## src/hw/hx_consts.svh

```systemverilog
`ifndef HX_CONSTS_SVH
`define HX_CONSTS_SVH

`define HX_XLEN      32
`define HX_REG_NUM   32
`define HX_RRF_NUM   8
`define HX_RS_NUM    4
`define HX_ALU_OP_W  4

// major opcodes
`define HX_OPC_OP      7'b0110011
`define HX_OPC_OP_IMM  7'b0010011

`define HX_F3_ADD   3'b000
`define HX_F3_SLT   3'b010
`define HX_F3_SLTU  3'b011
`define HX_F3_XOR   3'b100
`define HX_F3_OR    3'b110
`define HX_F3_AND   3'b111

`define HX_F7_BASE  7'b0000000
`define HX_F7_SUB   7'b0100000

`define HX_ALU_ADD   4'd0
`define HX_ALU_SUB   4'd1
`define HX_ALU_AND   4'd2
`define HX_ALU_OR    4'd3
`define HX_ALU_XOR   4'd4
`define HX_ALU_SLT   4'd5
`define HX_ALU_SLTU  4'd6

`endif
```

## src/hw/hx_pkg.sv

```systemverilog
`include "hx_consts.svh"

package hx_pkg;

    // data value, operand or immediate
    typedef logic [`HX_XLEN-1:0] word_t;

    typedef logic [31:0] inst_t;
    typedef logic [31:0] addr_t;

    typedef logic [$clog2(`HX_REG_NUM)-1:0] reg_idx_t;

    // rename tag that doubles as the reorder buffer slot
    typedef logic [$clog2(`HX_RRF_NUM)-1:0] rrf_tag_t;

    typedef logic [`HX_ALU_OP_W-1:0] alu_op_t;

    // one bit per reservation station entry
    typedef logic [`HX_RS_NUM-1:0] rs_vec_t;

endpackage

```

## src/hw/hx_core.sv

```systemverilog
`timescale 1ns/100ps
`include "hx_consts.svh"

module hx_core import hx_pkg::*; (
    input  logic     clk_i,
    input  logic     reset_i,
    input  logic     inst_valid_i,
    input  inst_t    inst_i,
    output logic     stall_o,
    output logic     debug_commit_en_o,
    output logic     debug_reg_wen_o,
    output addr_t    debug_pc_o,
    output reg_idx_t debug_reg_id_o,
    output word_t    debug_reg_wdata_o
);

    reg_idx_t dec_rs1;
    reg_idx_t dec_rs2;
    reg_idx_t dec_rd;
    word_t    dec_imm;
    alu_op_t  dec_alu_op;
    logic     dec_use_imm;
    logic     dec_wr_reg;
    logic     dec_illegal;

    rs_vec_t  rs_write;
    rs_vec_t  rs_busy;
    rs_vec_t  rs_ready;
    rs_vec_t  rs_grant;
    word_t    disp_op1;
    word_t    disp_op2;
    logic     disp_op1_ready;
    logic     disp_op2_ready;
    rrf_tag_t disp_op1_tag;
    rrf_tag_t disp_op2_tag;
    rrf_tag_t disp_dst_tag;
    alu_op_t  disp_alu_op;

    // per-entry payload towards the ALU
    word_t    rs_op1    [`HX_RS_NUM];
    word_t    rs_op2    [`HX_RS_NUM];
    rrf_tag_t rs_dst_tag[`HX_RS_NUM];
    alu_op_t  rs_alu_op [`HX_RS_NUM];

    logic     result_valid;
    rrf_tag_t result_tag;
    word_t    result_data;

    logic     dispatch;
    reg_idx_t dispatch_rd;
    logic     dispatch_wen;
    addr_t    dispatch_pc;

    logic     commit_en;
    rrf_tag_t commit_tag;
    reg_idx_t commit_rd;
    logic     commit_wen;

    assign debug_commit_en_o = commit_en;
    assign debug_reg_wen_o   = commit_wen;
    assign debug_reg_id_o    = commit_rd;

    inst_decoder inst_decoder_i (
        .inst_i    (inst_i),
        .rs1_o     (dec_rs1),
        .rs2_o     (dec_rs2),
        .rd_o      (dec_rd),
        .imm_o     (dec_imm),
        .alu_op_o  (dec_alu_op),
        .use_imm_o (dec_use_imm),
        .wr_reg_o  (dec_wr_reg),
        .illegal_o (dec_illegal)
    );

    rename_unit rename_unit_i (
        .clk_i          (clk_i),
        .reset_i        (reset_i),
        .inst_valid_i   (inst_valid_i),
        .rs1_i          (dec_rs1),
        .rs2_i          (dec_rs2),
        .rd_i           (dec_rd),
        .imm_i          (dec_imm),
        .alu_op_i       (dec_alu_op),
        .use_imm_i      (dec_use_imm),
        .wr_reg_i       (dec_wr_reg),
        .illegal_i      (dec_illegal),
        .rs_busy_i      (rs_busy),
        .result_valid_i (result_valid),
        .result_tag_i   (result_tag),
        .result_data_i  (result_data),
        .commit_en_i    (commit_en),
        .commit_tag_i   (commit_tag),
        .commit_rd_i    (commit_rd),
        .commit_wen_i   (commit_wen),
        .stall_o        (stall_o),
        .rs_write_o     (rs_write),
        .op1_o          (disp_op1),
        .op2_o          (disp_op2),
        .op1_ready_o    (disp_op1_ready),
        .op2_ready_o    (disp_op2_ready),
        .op1_tag_o      (disp_op1_tag),
        .op2_tag_o      (disp_op2_tag),
        .dst_tag_o      (disp_dst_tag),
        .alu_op_o       (disp_alu_op),
        .dispatch_o     (dispatch),
        .dispatch_rd_o  (dispatch_rd),
        .dispatch_wen_o (dispatch_wen),
        .dispatch_pc_o  (dispatch_pc),
        .commit_data_o  (debug_reg_wdata_o)
    );

    for (genvar i = 0; i < `HX_RS_NUM; i++) begin : g_rs
        rs_entry rs_entry_i (
            .clk_i          (clk_i),
            .reset_i        (reset_i),
            .write_i        (rs_write[i]),
            .grant_i        (rs_grant[i]),
            .op1_i          (disp_op1),
            .op1_ready_i    (disp_op1_ready),
            .op1_tag_i      (disp_op1_tag),
            .op2_i          (disp_op2),
            .op2_ready_i    (disp_op2_ready),
            .op2_tag_i      (disp_op2_tag),
            .dst_tag_i      (disp_dst_tag),
            .alu_op_i       (disp_alu_op),
            .result_valid_i (result_valid),
            .result_tag_i   (result_tag),
            .result_data_i  (result_data),
            .busy_o         (rs_busy[i]),
            .ready_o        (rs_ready[i]),
            .op1_o          (rs_op1[i]),
            .op2_o          (rs_op2[i]),
            .dst_tag_o      (rs_dst_tag[i]),
            .alu_op_o       (rs_alu_op[i])
        );
    end

    alu_issue alu_issue_i (
        .clk_i          (clk_i),
        .reset_i        (reset_i),
        .ready_i        (rs_ready),
        .op1_i          (rs_op1),
        .op2_i          (rs_op2),
        .dst_tag_i      (rs_dst_tag),
        .alu_op_i       (rs_alu_op),
        .grant_o        (rs_grant),
        .result_valid_o (result_valid),
        .result_tag_o   (result_tag),
        .result_data_o  (result_data)
    );

    reorder_buffer reorder_buffer_i (
        .clk_i          (clk_i),
        .reset_i        (reset_i),
        .dispatch_i     (dispatch),
        .dispatch_tag_i (disp_dst_tag),
        .dispatch_rd_i  (dispatch_rd),
        .dispatch_wen_i (dispatch_wen),
        .dispatch_pc_i  (dispatch_pc),
        .result_valid_i (result_valid),
        .result_tag_i   (result_tag),
        .commit_en_o    (commit_en),
        .commit_tag_o   (commit_tag),
        .commit_rd_o    (commit_rd),
        .commit_wen_o   (commit_wen),
        .commit_pc_o    (debug_pc_o)
    );

endmodule

```

## src/hw/reorder_buffer.sv

```systemverilog
`timescale 1ns/100ps
`include "hx_consts.svh"

module reorder_buffer import hx_pkg::*; (
    input  logic     clk_i,
    input  logic     reset_i,
    input  logic     dispatch_i,
    input  rrf_tag_t dispatch_tag_i,
    input  reg_idx_t dispatch_rd_i,
    input  logic     dispatch_wen_i,
    input  addr_t    dispatch_pc_i,
    input  logic     result_valid_i,
    input  rrf_tag_t result_tag_i,
    output logic     commit_en_o,
    output rrf_tag_t commit_tag_o,
    output reg_idx_t commit_rd_o,
    output logic     commit_wen_o,
    output addr_t    commit_pc_o
);

    logic [`HX_RRF_NUM-1:0] finished;
    rrf_tag_t               commit_ptr;
    reg_idx_t               slot_rd  [`HX_RRF_NUM];
    logic                   slot_wen [`HX_RRF_NUM];
    addr_t                  slot_pc  [`HX_RRF_NUM];

    // oldest slot retires once its result is in
    assign commit_en_o  = finished[commit_ptr];
    assign commit_tag_o = commit_ptr;
    assign commit_rd_o  = slot_rd[commit_ptr];
    assign commit_wen_o = commit_en_o && slot_wen[commit_ptr];
    assign commit_pc_o  = slot_pc[commit_ptr];

    always_ff @(posedge clk_i) begin
        if (reset_i) begin
            finished   <= '0;
            commit_ptr <= '0;
        end else begin
            if (commit_en_o) begin
                finished[commit_ptr] <= 1'b0;
                commit_ptr           <= commit_ptr + 1'b1;
            end
            if (result_valid_i) begin
                finished[result_tag_i] <= 1'b1;
            end
        end
    end

    always_ff @(posedge clk_i) begin
        if (dispatch_i) begin
            slot_rd[dispatch_tag_i]  <= dispatch_rd_i;
            slot_wen[dispatch_tag_i] <= dispatch_wen_i;
            slot_pc[dispatch_tag_i]  <= dispatch_pc_i;
        end
    end

endmodule

```

## src/hw/alu_issue.sv

```systemverilog
`timescale 1ns/100ps
`include "hx_consts.svh"

module alu_issue import hx_pkg::*; (
    input  logic     clk_i,
    input  logic     reset_i,
    input  rs_vec_t  ready_i,
    input  word_t    op1_i     [`HX_RS_NUM],
    input  word_t    op2_i     [`HX_RS_NUM],
    input  rrf_tag_t dst_tag_i [`HX_RS_NUM],
    input  alu_op_t  alu_op_i  [`HX_RS_NUM],
    output rs_vec_t  grant_o,
    output logic     result_valid_o,
    output rrf_tag_t result_tag_o,
    output word_t    result_data_o
);

    word_t    sel_op1;
    word_t    sel_op2;
    rrf_tag_t sel_tag;
    alu_op_t  sel_op;
    word_t    alu_out;

    // lowest ready entry wins
    assign grant_o = ready_i & (~ready_i + 1'b1);

    always_comb begin
        sel_op1 = '0;
        sel_op2 = '0;
        sel_tag = '0;
        sel_op  = `HX_ALU_ADD;
        for (int i = 0; i < `HX_RS_NUM; i++) begin
            if (grant_o[i]) begin
                sel_op1 = op1_i[i];
                sel_op2 = op2_i[i];
                sel_tag = dst_tag_i[i];
                sel_op  = alu_op_i[i];
            end
        end
    end

    always_comb begin
        case (sel_op)
            `HX_ALU_ADD:  alu_out = sel_op1 + sel_op2;
            `HX_ALU_SUB:  alu_out = sel_op1 - sel_op2;
            `HX_ALU_AND:  alu_out = sel_op1 & sel_op2;
            `HX_ALU_OR:   alu_out = sel_op1 | sel_op2;
            `HX_ALU_XOR:  alu_out = sel_op1 ^ sel_op2;
            `HX_ALU_SLT:  alu_out = word_t'($signed(sel_op1) < $signed(sel_op2));
            `HX_ALU_SLTU: alu_out = word_t'(sel_op1 < sel_op2);
            default:      alu_out = '0;
        endcase
    end

    always_ff @(posedge clk_i) begin
        if (reset_i) begin
            result_valid_o <= 1'b0;
        end else begin
            result_valid_o <= |ready_i;
        end
    end

    always_ff @(posedge clk_i) begin
        result_tag_o  <= sel_tag;
        result_data_o <= alu_out;
    end

endmodule

```

## src/hw/rs_entry.sv

```systemverilog
`timescale 1ns/100ps

module rs_entry import hx_pkg::*; (
    input  logic     clk_i,
    input  logic     reset_i,
    input  logic     write_i,
    input  logic     grant_i,
    input  word_t    op1_i,
    input  logic     op1_ready_i,
    input  rrf_tag_t op1_tag_i,
    input  word_t    op2_i,
    input  logic     op2_ready_i,
    input  rrf_tag_t op2_tag_i,
    input  rrf_tag_t dst_tag_i,
    input  alu_op_t  alu_op_i,
    input  logic     result_valid_i,
    input  rrf_tag_t result_tag_i,
    input  word_t    result_data_i,
    output logic     busy_o,
    output logic     ready_o,
    output word_t    op1_o,
    output word_t    op2_o,
    output rrf_tag_t dst_tag_o,
    output alu_op_t  alu_op_o
);

    logic     op1_rdy;
    logic     op2_rdy;
    rrf_tag_t op1_tag;
    rrf_tag_t op2_tag;

    assign ready_o = busy_o && op1_rdy && op2_rdy;

    always_ff @(posedge clk_i) begin
        if (reset_i) begin
            busy_o <= 1'b0;
        end else if (write_i) begin
            busy_o <= 1'b1;
        end else if (grant_i) begin
            busy_o <= 1'b0;
        end
    end

    always_ff @(posedge clk_i) begin
        if (write_i) begin
            op1_o     <= op1_i;
            op1_rdy   <= op1_ready_i;
            op1_tag   <= op1_tag_i;
            op2_o     <= op2_i;
            op2_rdy   <= op2_ready_i;
            op2_tag   <= op2_tag_i;
            dst_tag_o <= dst_tag_i;
            alu_op_o  <= alu_op_i;
        end else if (busy_o && result_valid_i) begin
            // wakeup on a matching broadcast
            if (!op1_rdy && op1_tag == result_tag_i) begin
                op1_o   <= result_data_i;
                op1_rdy <= 1'b1;
            end
            if (!op2_rdy && op2_tag == result_tag_i) begin
                op2_o   <= result_data_i;
                op2_rdy <= 1'b1;
            end
        end
    end

endmodule

```

## src/hw/rename_unit.sv

```systemverilog
`timescale 1ns/100ps
`include "hx_consts.svh"

module rename_unit import hx_pkg::*; (
    input  logic     clk_i,
    input  logic     reset_i,
    input  logic     inst_valid_i,
    input  reg_idx_t rs1_i,
    input  reg_idx_t rs2_i,
    input  reg_idx_t rd_i,
    input  word_t    imm_i,
    input  alu_op_t  alu_op_i,
    input  logic     use_imm_i,
    input  logic     wr_reg_i,
    input  logic     illegal_i,
    input  rs_vec_t  rs_busy_i,
    input  logic     result_valid_i,
    input  rrf_tag_t result_tag_i,
    input  word_t    result_data_i,
    input  logic     commit_en_i,
    input  rrf_tag_t commit_tag_i,
    input  reg_idx_t commit_rd_i,
    input  logic     commit_wen_i,
    output logic     stall_o,
    output rs_vec_t  rs_write_o,
    output word_t    op1_o,
    output word_t    op2_o,
    output logic     op1_ready_o,
    output logic     op2_ready_o,
    output rrf_tag_t op1_tag_o,
    output rrf_tag_t op2_tag_o,
    output rrf_tag_t dst_tag_o,
    output alu_op_t  alu_op_o,
    output logic     dispatch_o,
    output reg_idx_t dispatch_rd_o,
    output logic     dispatch_wen_o,
    output addr_t    dispatch_pc_o,
    output word_t    commit_data_o
);

    word_t                   arf      [`HX_REG_NUM];
    rrf_tag_t                arf_tag  [`HX_REG_NUM];
    logic [`HX_REG_NUM-1:0]  busy;
    word_t                   rrf_data [`HX_RRF_NUM];
    logic [`HX_RRF_NUM-1:0]  rrf_valid;
    rrf_tag_t                alloc_ptr;
    logic [$clog2(`HX_RRF_NUM):0] used_cnt;
    addr_t                   pc;
    rs_vec_t                 rs_free;
    logic                    accept;

    // operand source in order of x0, ARF, RRF and same-cycle broadcast
    function automatic void read_src(input reg_idx_t idx, output word_t val,
                                     output logic rdy);
        rrf_tag_t t;
        t   = arf_tag[idx];
        val = '0;
        rdy = 1'b1;
        if (idx == '0) begin
            val = '0;
        end else if (!busy[idx]) begin
            val = arf[idx];
        end else if (rrf_valid[t]) begin
            val = rrf_data[t];
        end else if (result_valid_i && result_tag_i == t) begin
            val = result_data_i;
        end else begin
            rdy = 1'b0;
        end
    endfunction

    assign stall_o = (used_cnt == `HX_RRF_NUM) || (&rs_busy_i);
    assign accept  = inst_valid_i && !stall_o;

    // lowest free entry
    assign rs_free    = ~rs_busy_i;
    assign rs_write_o = accept ? (rs_free & (~rs_free + 1'b1)) : '0;

    always_comb begin
        read_src(rs1_i, op1_o, op1_ready_o);
        read_src(rs2_i, op2_o, op2_ready_o);
        if (illegal_i) begin
            // passes through as a no-op with nothing to wait on
            op1_o       = '0;
            op1_ready_o = 1'b1;
            op2_o       = '0;
            op2_ready_o = 1'b1;
        end else if (use_imm_i) begin
            op2_o       = imm_i;
            op2_ready_o = 1'b1;
        end
    end

    assign op1_tag_o      = arf_tag[rs1_i];
    assign op2_tag_o      = arf_tag[rs2_i];
    assign dst_tag_o      = alloc_ptr;
    assign alu_op_o       = alu_op_i;
    assign dispatch_o     = accept;
    assign dispatch_rd_o  = rd_i;
    assign dispatch_wen_o = wr_reg_i;
    assign dispatch_pc_o  = pc;
    assign commit_data_o  = rrf_data[commit_tag_i];

    always_ff @(posedge clk_i) begin
        if (reset_i) begin
            busy      <= '0;
            rrf_valid <= '0;
            alloc_ptr <= '0;
            used_cnt  <= '0;
            pc        <= '0;
        end else begin
            // commit frees the register only if no younger rename took it
            if (commit_en_i && commit_wen_i && arf_tag[commit_rd_i] == commit_tag_i) begin
                busy[commit_rd_i] <= 1'b0;
            end
            if (accept && wr_reg_i) begin
                busy[rd_i] <= 1'b1;
            end
            if (result_valid_i) begin
                rrf_valid[result_tag_i] <= 1'b1;
            end
            if (accept) begin
                rrf_valid[alloc_ptr] <= 1'b0;
                alloc_ptr            <= alloc_ptr + 1'b1;
                pc                   <= pc + 32'd4;
            end
            if (accept && !commit_en_i) begin
                used_cnt <= used_cnt + 1'b1;
            end else if (!accept && commit_en_i) begin
                used_cnt <= used_cnt - 1'b1;
            end
        end
    end

    // architectural registers start at zero
    always_ff @(posedge clk_i) begin
        if (reset_i) begin
            for (int i = 0; i < `HX_REG_NUM; i++) begin
                arf[i] <= '0;
            end
        end else if (commit_en_i && commit_wen_i) begin
            arf[commit_rd_i] <= rrf_data[commit_tag_i];
        end
    end

    always_ff @(posedge clk_i) begin
        if (accept && wr_reg_i) begin
            arf_tag[rd_i] <= alloc_ptr;
        end
        if (result_valid_i) begin
            rrf_data[result_tag_i] <= result_data_i;
        end
    end

endmodule

```

## src/hw/inst_decoder.sv

```systemverilog
`timescale 1ns/100ps
`include "hx_consts.svh"

module inst_decoder import hx_pkg::*; (
    input  inst_t    inst_i,
    output reg_idx_t rs1_o,
    output reg_idx_t rs2_o,
    output reg_idx_t rd_o,
    output word_t    imm_o,
    output alu_op_t  alu_op_o,
    output logic     use_imm_o,
    output logic     wr_reg_o,
    output logic     illegal_o
);

    logic [6:0] opcode;
    logic [2:0] funct3;
    logic [6:0] funct7;

    assign opcode = inst_i[6:0];
    assign funct3 = inst_i[14:12];
    assign funct7 = inst_i[31:25];

    assign rs1_o = inst_i[19:15];
    assign rs2_o = inst_i[24:20];
    assign rd_o  = inst_i[11:7];

    // sign-extended I-type immediate
    assign imm_o = {{20{inst_i[31]}}, inst_i[31:20]};

    always_comb begin
        alu_op_o  = `HX_ALU_ADD;
        use_imm_o = 1'b0;
        illegal_o = 1'b1;
        case (opcode)
            `HX_OPC_OP: begin
                if (funct7 == `HX_F7_BASE) begin
                    illegal_o = 1'b0;
                    case (funct3)
                        `HX_F3_ADD:  alu_op_o = `HX_ALU_ADD;
                        `HX_F3_SLT:  alu_op_o = `HX_ALU_SLT;
                        `HX_F3_SLTU: alu_op_o = `HX_ALU_SLTU;
                        `HX_F3_XOR:  alu_op_o = `HX_ALU_XOR;
                        `HX_F3_OR:   alu_op_o = `HX_ALU_OR;
                        `HX_F3_AND:  alu_op_o = `HX_ALU_AND;
                        default:     illegal_o = 1'b1;
                    endcase
                end else if (funct7 == `HX_F7_SUB && funct3 == `HX_F3_ADD) begin
                    illegal_o = 1'b0;
                    alu_op_o  = `HX_ALU_SUB;
                end
            end
            `HX_OPC_OP_IMM: begin
                use_imm_o = 1'b1;
                illegal_o = 1'b0;
                case (funct3)
                    `HX_F3_ADD: alu_op_o = `HX_ALU_ADD;
                    `HX_F3_SLT: alu_op_o = `HX_ALU_SLT;
                    `HX_F3_XOR: alu_op_o = `HX_ALU_XOR;
                    `HX_F3_OR:  alu_op_o = `HX_ALU_OR;
                    `HX_F3_AND: alu_op_o = `HX_ALU_AND;
                    // shifts and sltiu are outside the subset
                    default:    illegal_o = 1'b1;
                endcase
            end
            default: illegal_o = 1'b1;
        endcase
    end

    assign wr_reg_o = !illegal_o && (rd_o != '0);

endmodule

```

## config.mk

```make
export PLATFORM = sky130hd
export DESIGN_NAME = hx_core
export DESIGN_NICKNAME = d
export VERILOG_FILES = /design/src/hw/hx_pkg.sv /design/src/hw/hx_core.sv /design/src/hw/reorder_buffer.sv /design/src/hw/alu_issue.sv /design/src/hw/rs_entry.sv /design/src/hw/rename_unit.sv /design/src/hw/inst_decoder.sv
export VERILOG_INCLUDE_DIRS = /design/src /design/src/hw
export SDC_FILE = /design/constraint.sdc
export NUM_CORES = 2
export LEC_CHECK = 0
export BUFFER_PORTS_ARGS = -buffer_cell sky130_fd_sc_hd__buf_2
export CORE_MARGIN = 2
export CORE_UTILIZATION = 55
export DETAILED_ROUTE_END_ITERATION = 10
export MAX_ROUTING_LAYER = met4
export PLACE_DENSITY = 0.75
export RECOVER_POWER = 25
export SETUP_SLACK_MARGIN = 0.02
export SLEW_MARGIN = 20
export SYNTH_ARGS = -nofsm -noshare
export SYNTH_HDL_FRONTEND = slang
export SYNTH_SLANG_ARGS = --single-unit
```

## constraint.sdc

```tcl
create_clock -name clk_i -period 8.1 [get_ports clk_i]
set_input_delay 1.62 -clock clk_i [delete_from_list [all_inputs] [get_ports clk_i]]
set_output_delay 1.62 -clock clk_i [all_outputs]
set_load 0.01 [all_outputs]
```

==> results.txt <==
The cell area after placement came out at 112400 um^2. The net switching share of the total power is 0.2981. Dividing the final minimum period by the clock period gives 0.8085. The share of total power dissipated in the clock network is 0.339. The average via count per standard cell is 7.071. The slew at the pin closest to its max-slew limit came out at 3.228 ns. The tool flagged a number of max-cap violations equal to 17. Summed over all nets, wire length on met2 after detailed routing comes to 157200 um.

The total number of vias is 76340. The global-route usage over all layers is 0.3366. The number of levels the H-tree was split into came out at 4. The run finished, with violations left. Excluding fillers, the count of instances in the completed layout stands at 10800. The number of clock sinks seen by CTS is 2107. The highest fanout seen on the critical path is 34. Counting the fill cells in the layout gives 14570.

In the final routing, the length of wire on met1 measures 113500 um. The number of nets in the finished design is 8116. The later pin in the worst-skew pair is clocked with a latency of 0.91 ns. The shortest period the worst path allows came out at 6.549 ns. The checks that failed: capacitance limit, slew limit. The highest clock rate is 152.7 MHz. Relative to the synthesized area, the layout overhead comes to 9.551%. The number of placed cells counting well taps came out at 10390. Of the cells placed in the final design, the portion with a size suffix greater than 1 is 0.2128. The element type at the critical path end is a flip-flop.

The initial antenna violation count was 7. The data arrival time of the worst path is 7.31 ns. Summed over all cells, the static leakage comes to 41.58 nW. The async set or reset register ratio after synthesis came out at 0. In the synthesized netlist the dominant register cell turns out to be edfxtp_1. The multi-input combinational cell area came out at 44160 um^2. The total negative slack for setup checks is 0 ns. The total global routing overflow is 0. In this run the power density over the cells is 243.1 nW/um^2. The height of the chip is 449.1 um. The portion of the post-synthesis area used by sequential elements is 0.5687. The initial cell density of the core came out at 0.5530.

For this block, the initial DRC count from the detailed router was 12320. The warning count from the yosys run is 0. The average cell area after synthesis came out at 13.38 um^2. Dividing the detail-routed wire length by the instance count gives 30.90 um. The wire length of the first global-routing pass is 489300 um.

The number of remaining DRC errors is 0. TritonCTS built the clock tree. The sequential cell area in the final layout is 61970 um^2.

Once detailed placement completed, the half-perimeter wirelength came to 200500 um. The routed design has 333600 um of wire. The cell sitting at the root of the clock tree is a clkbuf_16. The post-cts gate resize count came out at 0. Setup repair after global routing left no endpoint under its margin. The number of hold violations in the final report is 0. The routability congestion estimate came out at 0.9628. Entering global routing, the biggest net connects 125 pins. The total area inside the core boundary comes to 197000 um^2. The via count of the first global-routing pass is 74840. The number of hold buffers added after CTS was 0.

In this run the deepest clock path goes through 3 buffers. The width of the chip is 449.1 um. The first-pass detailed-route iteration total came out at 8. The highest routing layer actually used is met4. The internal power component is 0.02037 W. After floorplanning, the core was divided into 163 placement rows.

The synthesized design contains 1976 enable-type register cells. The number of buffers inserted by post-CTS setup repair is 0. The total met3 wirelength after detailed routing came out at 45140 um.

The count of input and output buffers came out at 104. The clock skew after layout came out at 0.07779 ns. The required time at the worst-slack endpoint is 8.87 ns. Of the total power, registers draw 0.466. In this run, synthesis produced a sequential element count of 2107. Setup violations remaining at the end of the flow were counted as 0. The number of pins with negative max-slew slack in the final report is 674. The worst pin sits at a relative slew slack of -1.152. The I/O pin total came out at 107. Of the total power, combinational logic draws 0.195. The switching power is 0.008649 W. In this run the worst hold path is classified as flip-flop to flip-flop. The worst setup path is launched from a flip-flop.

The clock transition at the registers of the reported paths came out at 0.06 ns. In this run the remaining antenna-violating nets after routing total 0. The clock buffer count from CTS came out at 210.

The number of cells produced by synthesis came out at 8142. The combined area of all synthesized cells came out at 109000 um^2. The post-route cell area came out at 119400 um^2. The area of the die came out at 201700 um^2. Yosys mapped the design onto 100 distinct sky130hd cell types.

The setup path with the least slack is of type flip-flop to flip-flop. The worst-case IR drop observed on VDD is 261.4 uV.
## worst paths after layout
kind / start / endpoint / slack (ns) / cells after the start
setup reg to reg: g_rs[1].rs_entry_i.busy_o / alu_issue_i.result_data_o[31] / 1.55 / 18
hold reg to reg: g_rs[3].rs_entry_i.dst_tag_o[2] / alu_issue_i.result_tag_o[2] / 0.45 / 2
setup / recovery: g_rs[1].rs_entry_i.busy_o / alu_issue_i.result_data_o[31] / 1.55 / 18
hold / removal: g_rs[3].rs_entry_i.dst_tag_o[2] / alu_issue_i.result_tag_o[2] / 0.45 / 2
## Yosys cell counts, types with 17 or more instances
cell / instances / share of area
a211oi_1: 147 / 0.010
a21oi_1: 218 / 0.010
a221o_1: 69 / 0.0063
a221oi_1: 41 / 0.0033
a22oi_1: 88 / 0.0061
a311oi_1: 18 / 0.0014
a31oi_1: 102 / 0.0059
a32oi_1: 18 / 0.0014
and2_1: 121 / 0.0069
and3_1: 20 / 0.0011
buf_1: 75 / 0.0026
buf_2: 113 / 0.0052
buf_4: 20 / 0.0014
clkbuf_1: 492 / 0.017
dfxtp_1: 131 / 0.024
edfxtp_1: 1976 / 0.54
ha_1: 115 / 0.013
inv_1: 175 / 0.0060
mux2_2: 74 / 0.0076
mux2i_1: 259 / 0.024
mux4_2: 792 / 0.16
nand2_1: 637 / 0.022
nand2b_1: 49 / 0.0028
nand3_1: 94 / 0.0043
nor2_1: 1357 / 0.047
nor2b_1: 30 / 0.0017
nor3_1: 46 / 0.0021
o211ai_1: 58 / 0.0040
o211ai_2: 20 / 0.0023
o21ai_0: 177 / 0.0081
o21ai_1: 118 / 0.0054
o21ai_2: 28 / 0.0023
o21bai_1: 20 / 0.0014
o22ai_1: 40 / 0.0023
o31ai_1: 52 / 0.0036
or3_1: 17 / 0.00098
xnor2_1: 23 / 0.0018
xor2_1: 49 / 0.0039
## cells in the final DEF, fill, tap and decap left out, types with 40 or more instances in the layout
cell type	count
edfxtp_1	1976
nor2_1	1348
mux4_2	792
nand2_1	605
mux2i_1	226
a21oi_1	217
clkbuf_16	211
buf_4	189
o21ai_0	173
inv_1	172
a211oi_1	146
dfxtp_1	128
and2_1	121
o21ai_1	118
ha_1	115
a31oi_1	102
nand3_1	94
buf_2	91
a22oi_1	88
mux2_2	74
a221o_1	68
clkbuf_1	68
o211ai_1	58
o31ai_1	52
clkinv_2	52
xor2_1	49
nor3_1	45
clkinv_1	44
o22ai_1	40
## worst max-delay path: stages (launching register included)
cell and delay (ns):
dfxtp_1 0.44, and3_1 1.12, nor2_4 0.36, buf_4 0.41
buf_4 0.28, a22oi_1 0.15, nor2_1 0.06, a221o_1 0.40
ha_1 0.46, inv_1 0.25, nand4_1 0.14, nor2_1 0.20
o21ai_0 0.19, o221ai_1 0.35, o22ai_1 0.22, o31ai_1 0.59
a31oi_1 0.27, and2_1 0.22, o31a_1 0.23
## metrics by stage
step | hold slack [ns] | setup WS (ns) | util | power, W
after global routing | 0.4849 | 1.182 | 0.6058 | 0.02987
after global placement | 0.4333 | 1.827 | 0.5707 | 0.01902
after CTS | 0.4546 | 1.696 | 0.6062 | 0.02888
after floorplan | 0.4178 | 1.907 | - | 0.01721
final | 0.4537 | 1.551 | 0.6059 | 0.02902
after detailed placement | 0.4373 | 1.798 | 0.5707 | 0.01919
## routing by layer
layer / vias up / GRT usage
li1: 30970 / -
met1: 37690 / 0.4271
met2: 6369 / 0.5220
met3: 1313 / 0.07383
met4: 0 / 0.1537
met5: - / -
## registers in the layout (all words and copies together), names as in the netlist, 3 cells and up, named ones only
signal	flops
g_rs.rs_entry_i.op1_tag	12
alu_issue_i.result_tag_o	3
reorder_buffer_i.commit_tag_o	3
rename_unit_i.used_cnt	4
rename_unit_i.busy	32
reorder_buffer_i.slot_pc	240
rename_unit_i.dispatch_pc_o	30
reorder_buffer_i.finished	8
rename_unit_i.dst_tag_o	3
g_rs.rs_entry_i.alu_op_o	12
g_rs.rs_entry_i.op1_o	128
rename_unit_i.rrf_data	256
rename_unit_i.rrf_valid	8
g_rs.rs_entry_i.busy_o	4
reorder_buffer_i.slot_wen	8
g_rs.rs_entry_i.op2_rdy	4
rename_unit_i.arf_tag	96
rename_unit_i.arf	1024
g_rs.rs_entry_i.op2_tag	12
g_rs.rs_entry_i.dst_tag_o	12
reorder_buffer_i.slot_rd	40
g_rs.rs_entry_i.op1_rdy	4
g_rs.rs_entry_i.op2_o	128
alu_issue_i.result_data_o	32
## power by group through the flow
stage / Combinational (W) / Sequential [W] / Clock [W]
after floorplan: 0.00381 / 0.0134 / 0
after global placement: 0.00539 / 0.0136 / 0
after detailed placement: 0.00550 / 0.0137 / 0
after CTS: 0.00554 / 0.0135 / 0.00987
after global routing: 0.00601 / 0.0136 / 0.0103
final: 0.00566 / 0.0135 / 0.00985
## kinds of logic after synthesis
kind of cell | share of synthesized area
compound gates | 0.08698
xor+xnor | 0.005937
fa+ha+maj | 0.01376
buf+inv | 0.03392
flops | 0.5687
mux | 0.1957
other cells | 0.00003442
simple gates | 0.09501
## final cells by class
type | instances | area share
inverters | 183 | 0.005807
multi-input cells | 5143 | 0.3700
well taps | 2640 | 0.02767
clock inverters | 135 | 0.01216
diodes | 6 | 0.0001258
flip-flops and latches | 2107 | 0.5192
clock buffers | 264 | 0.04635
repair buffers | 318 | 0.01869
Power figures use the tool's default switching activity.
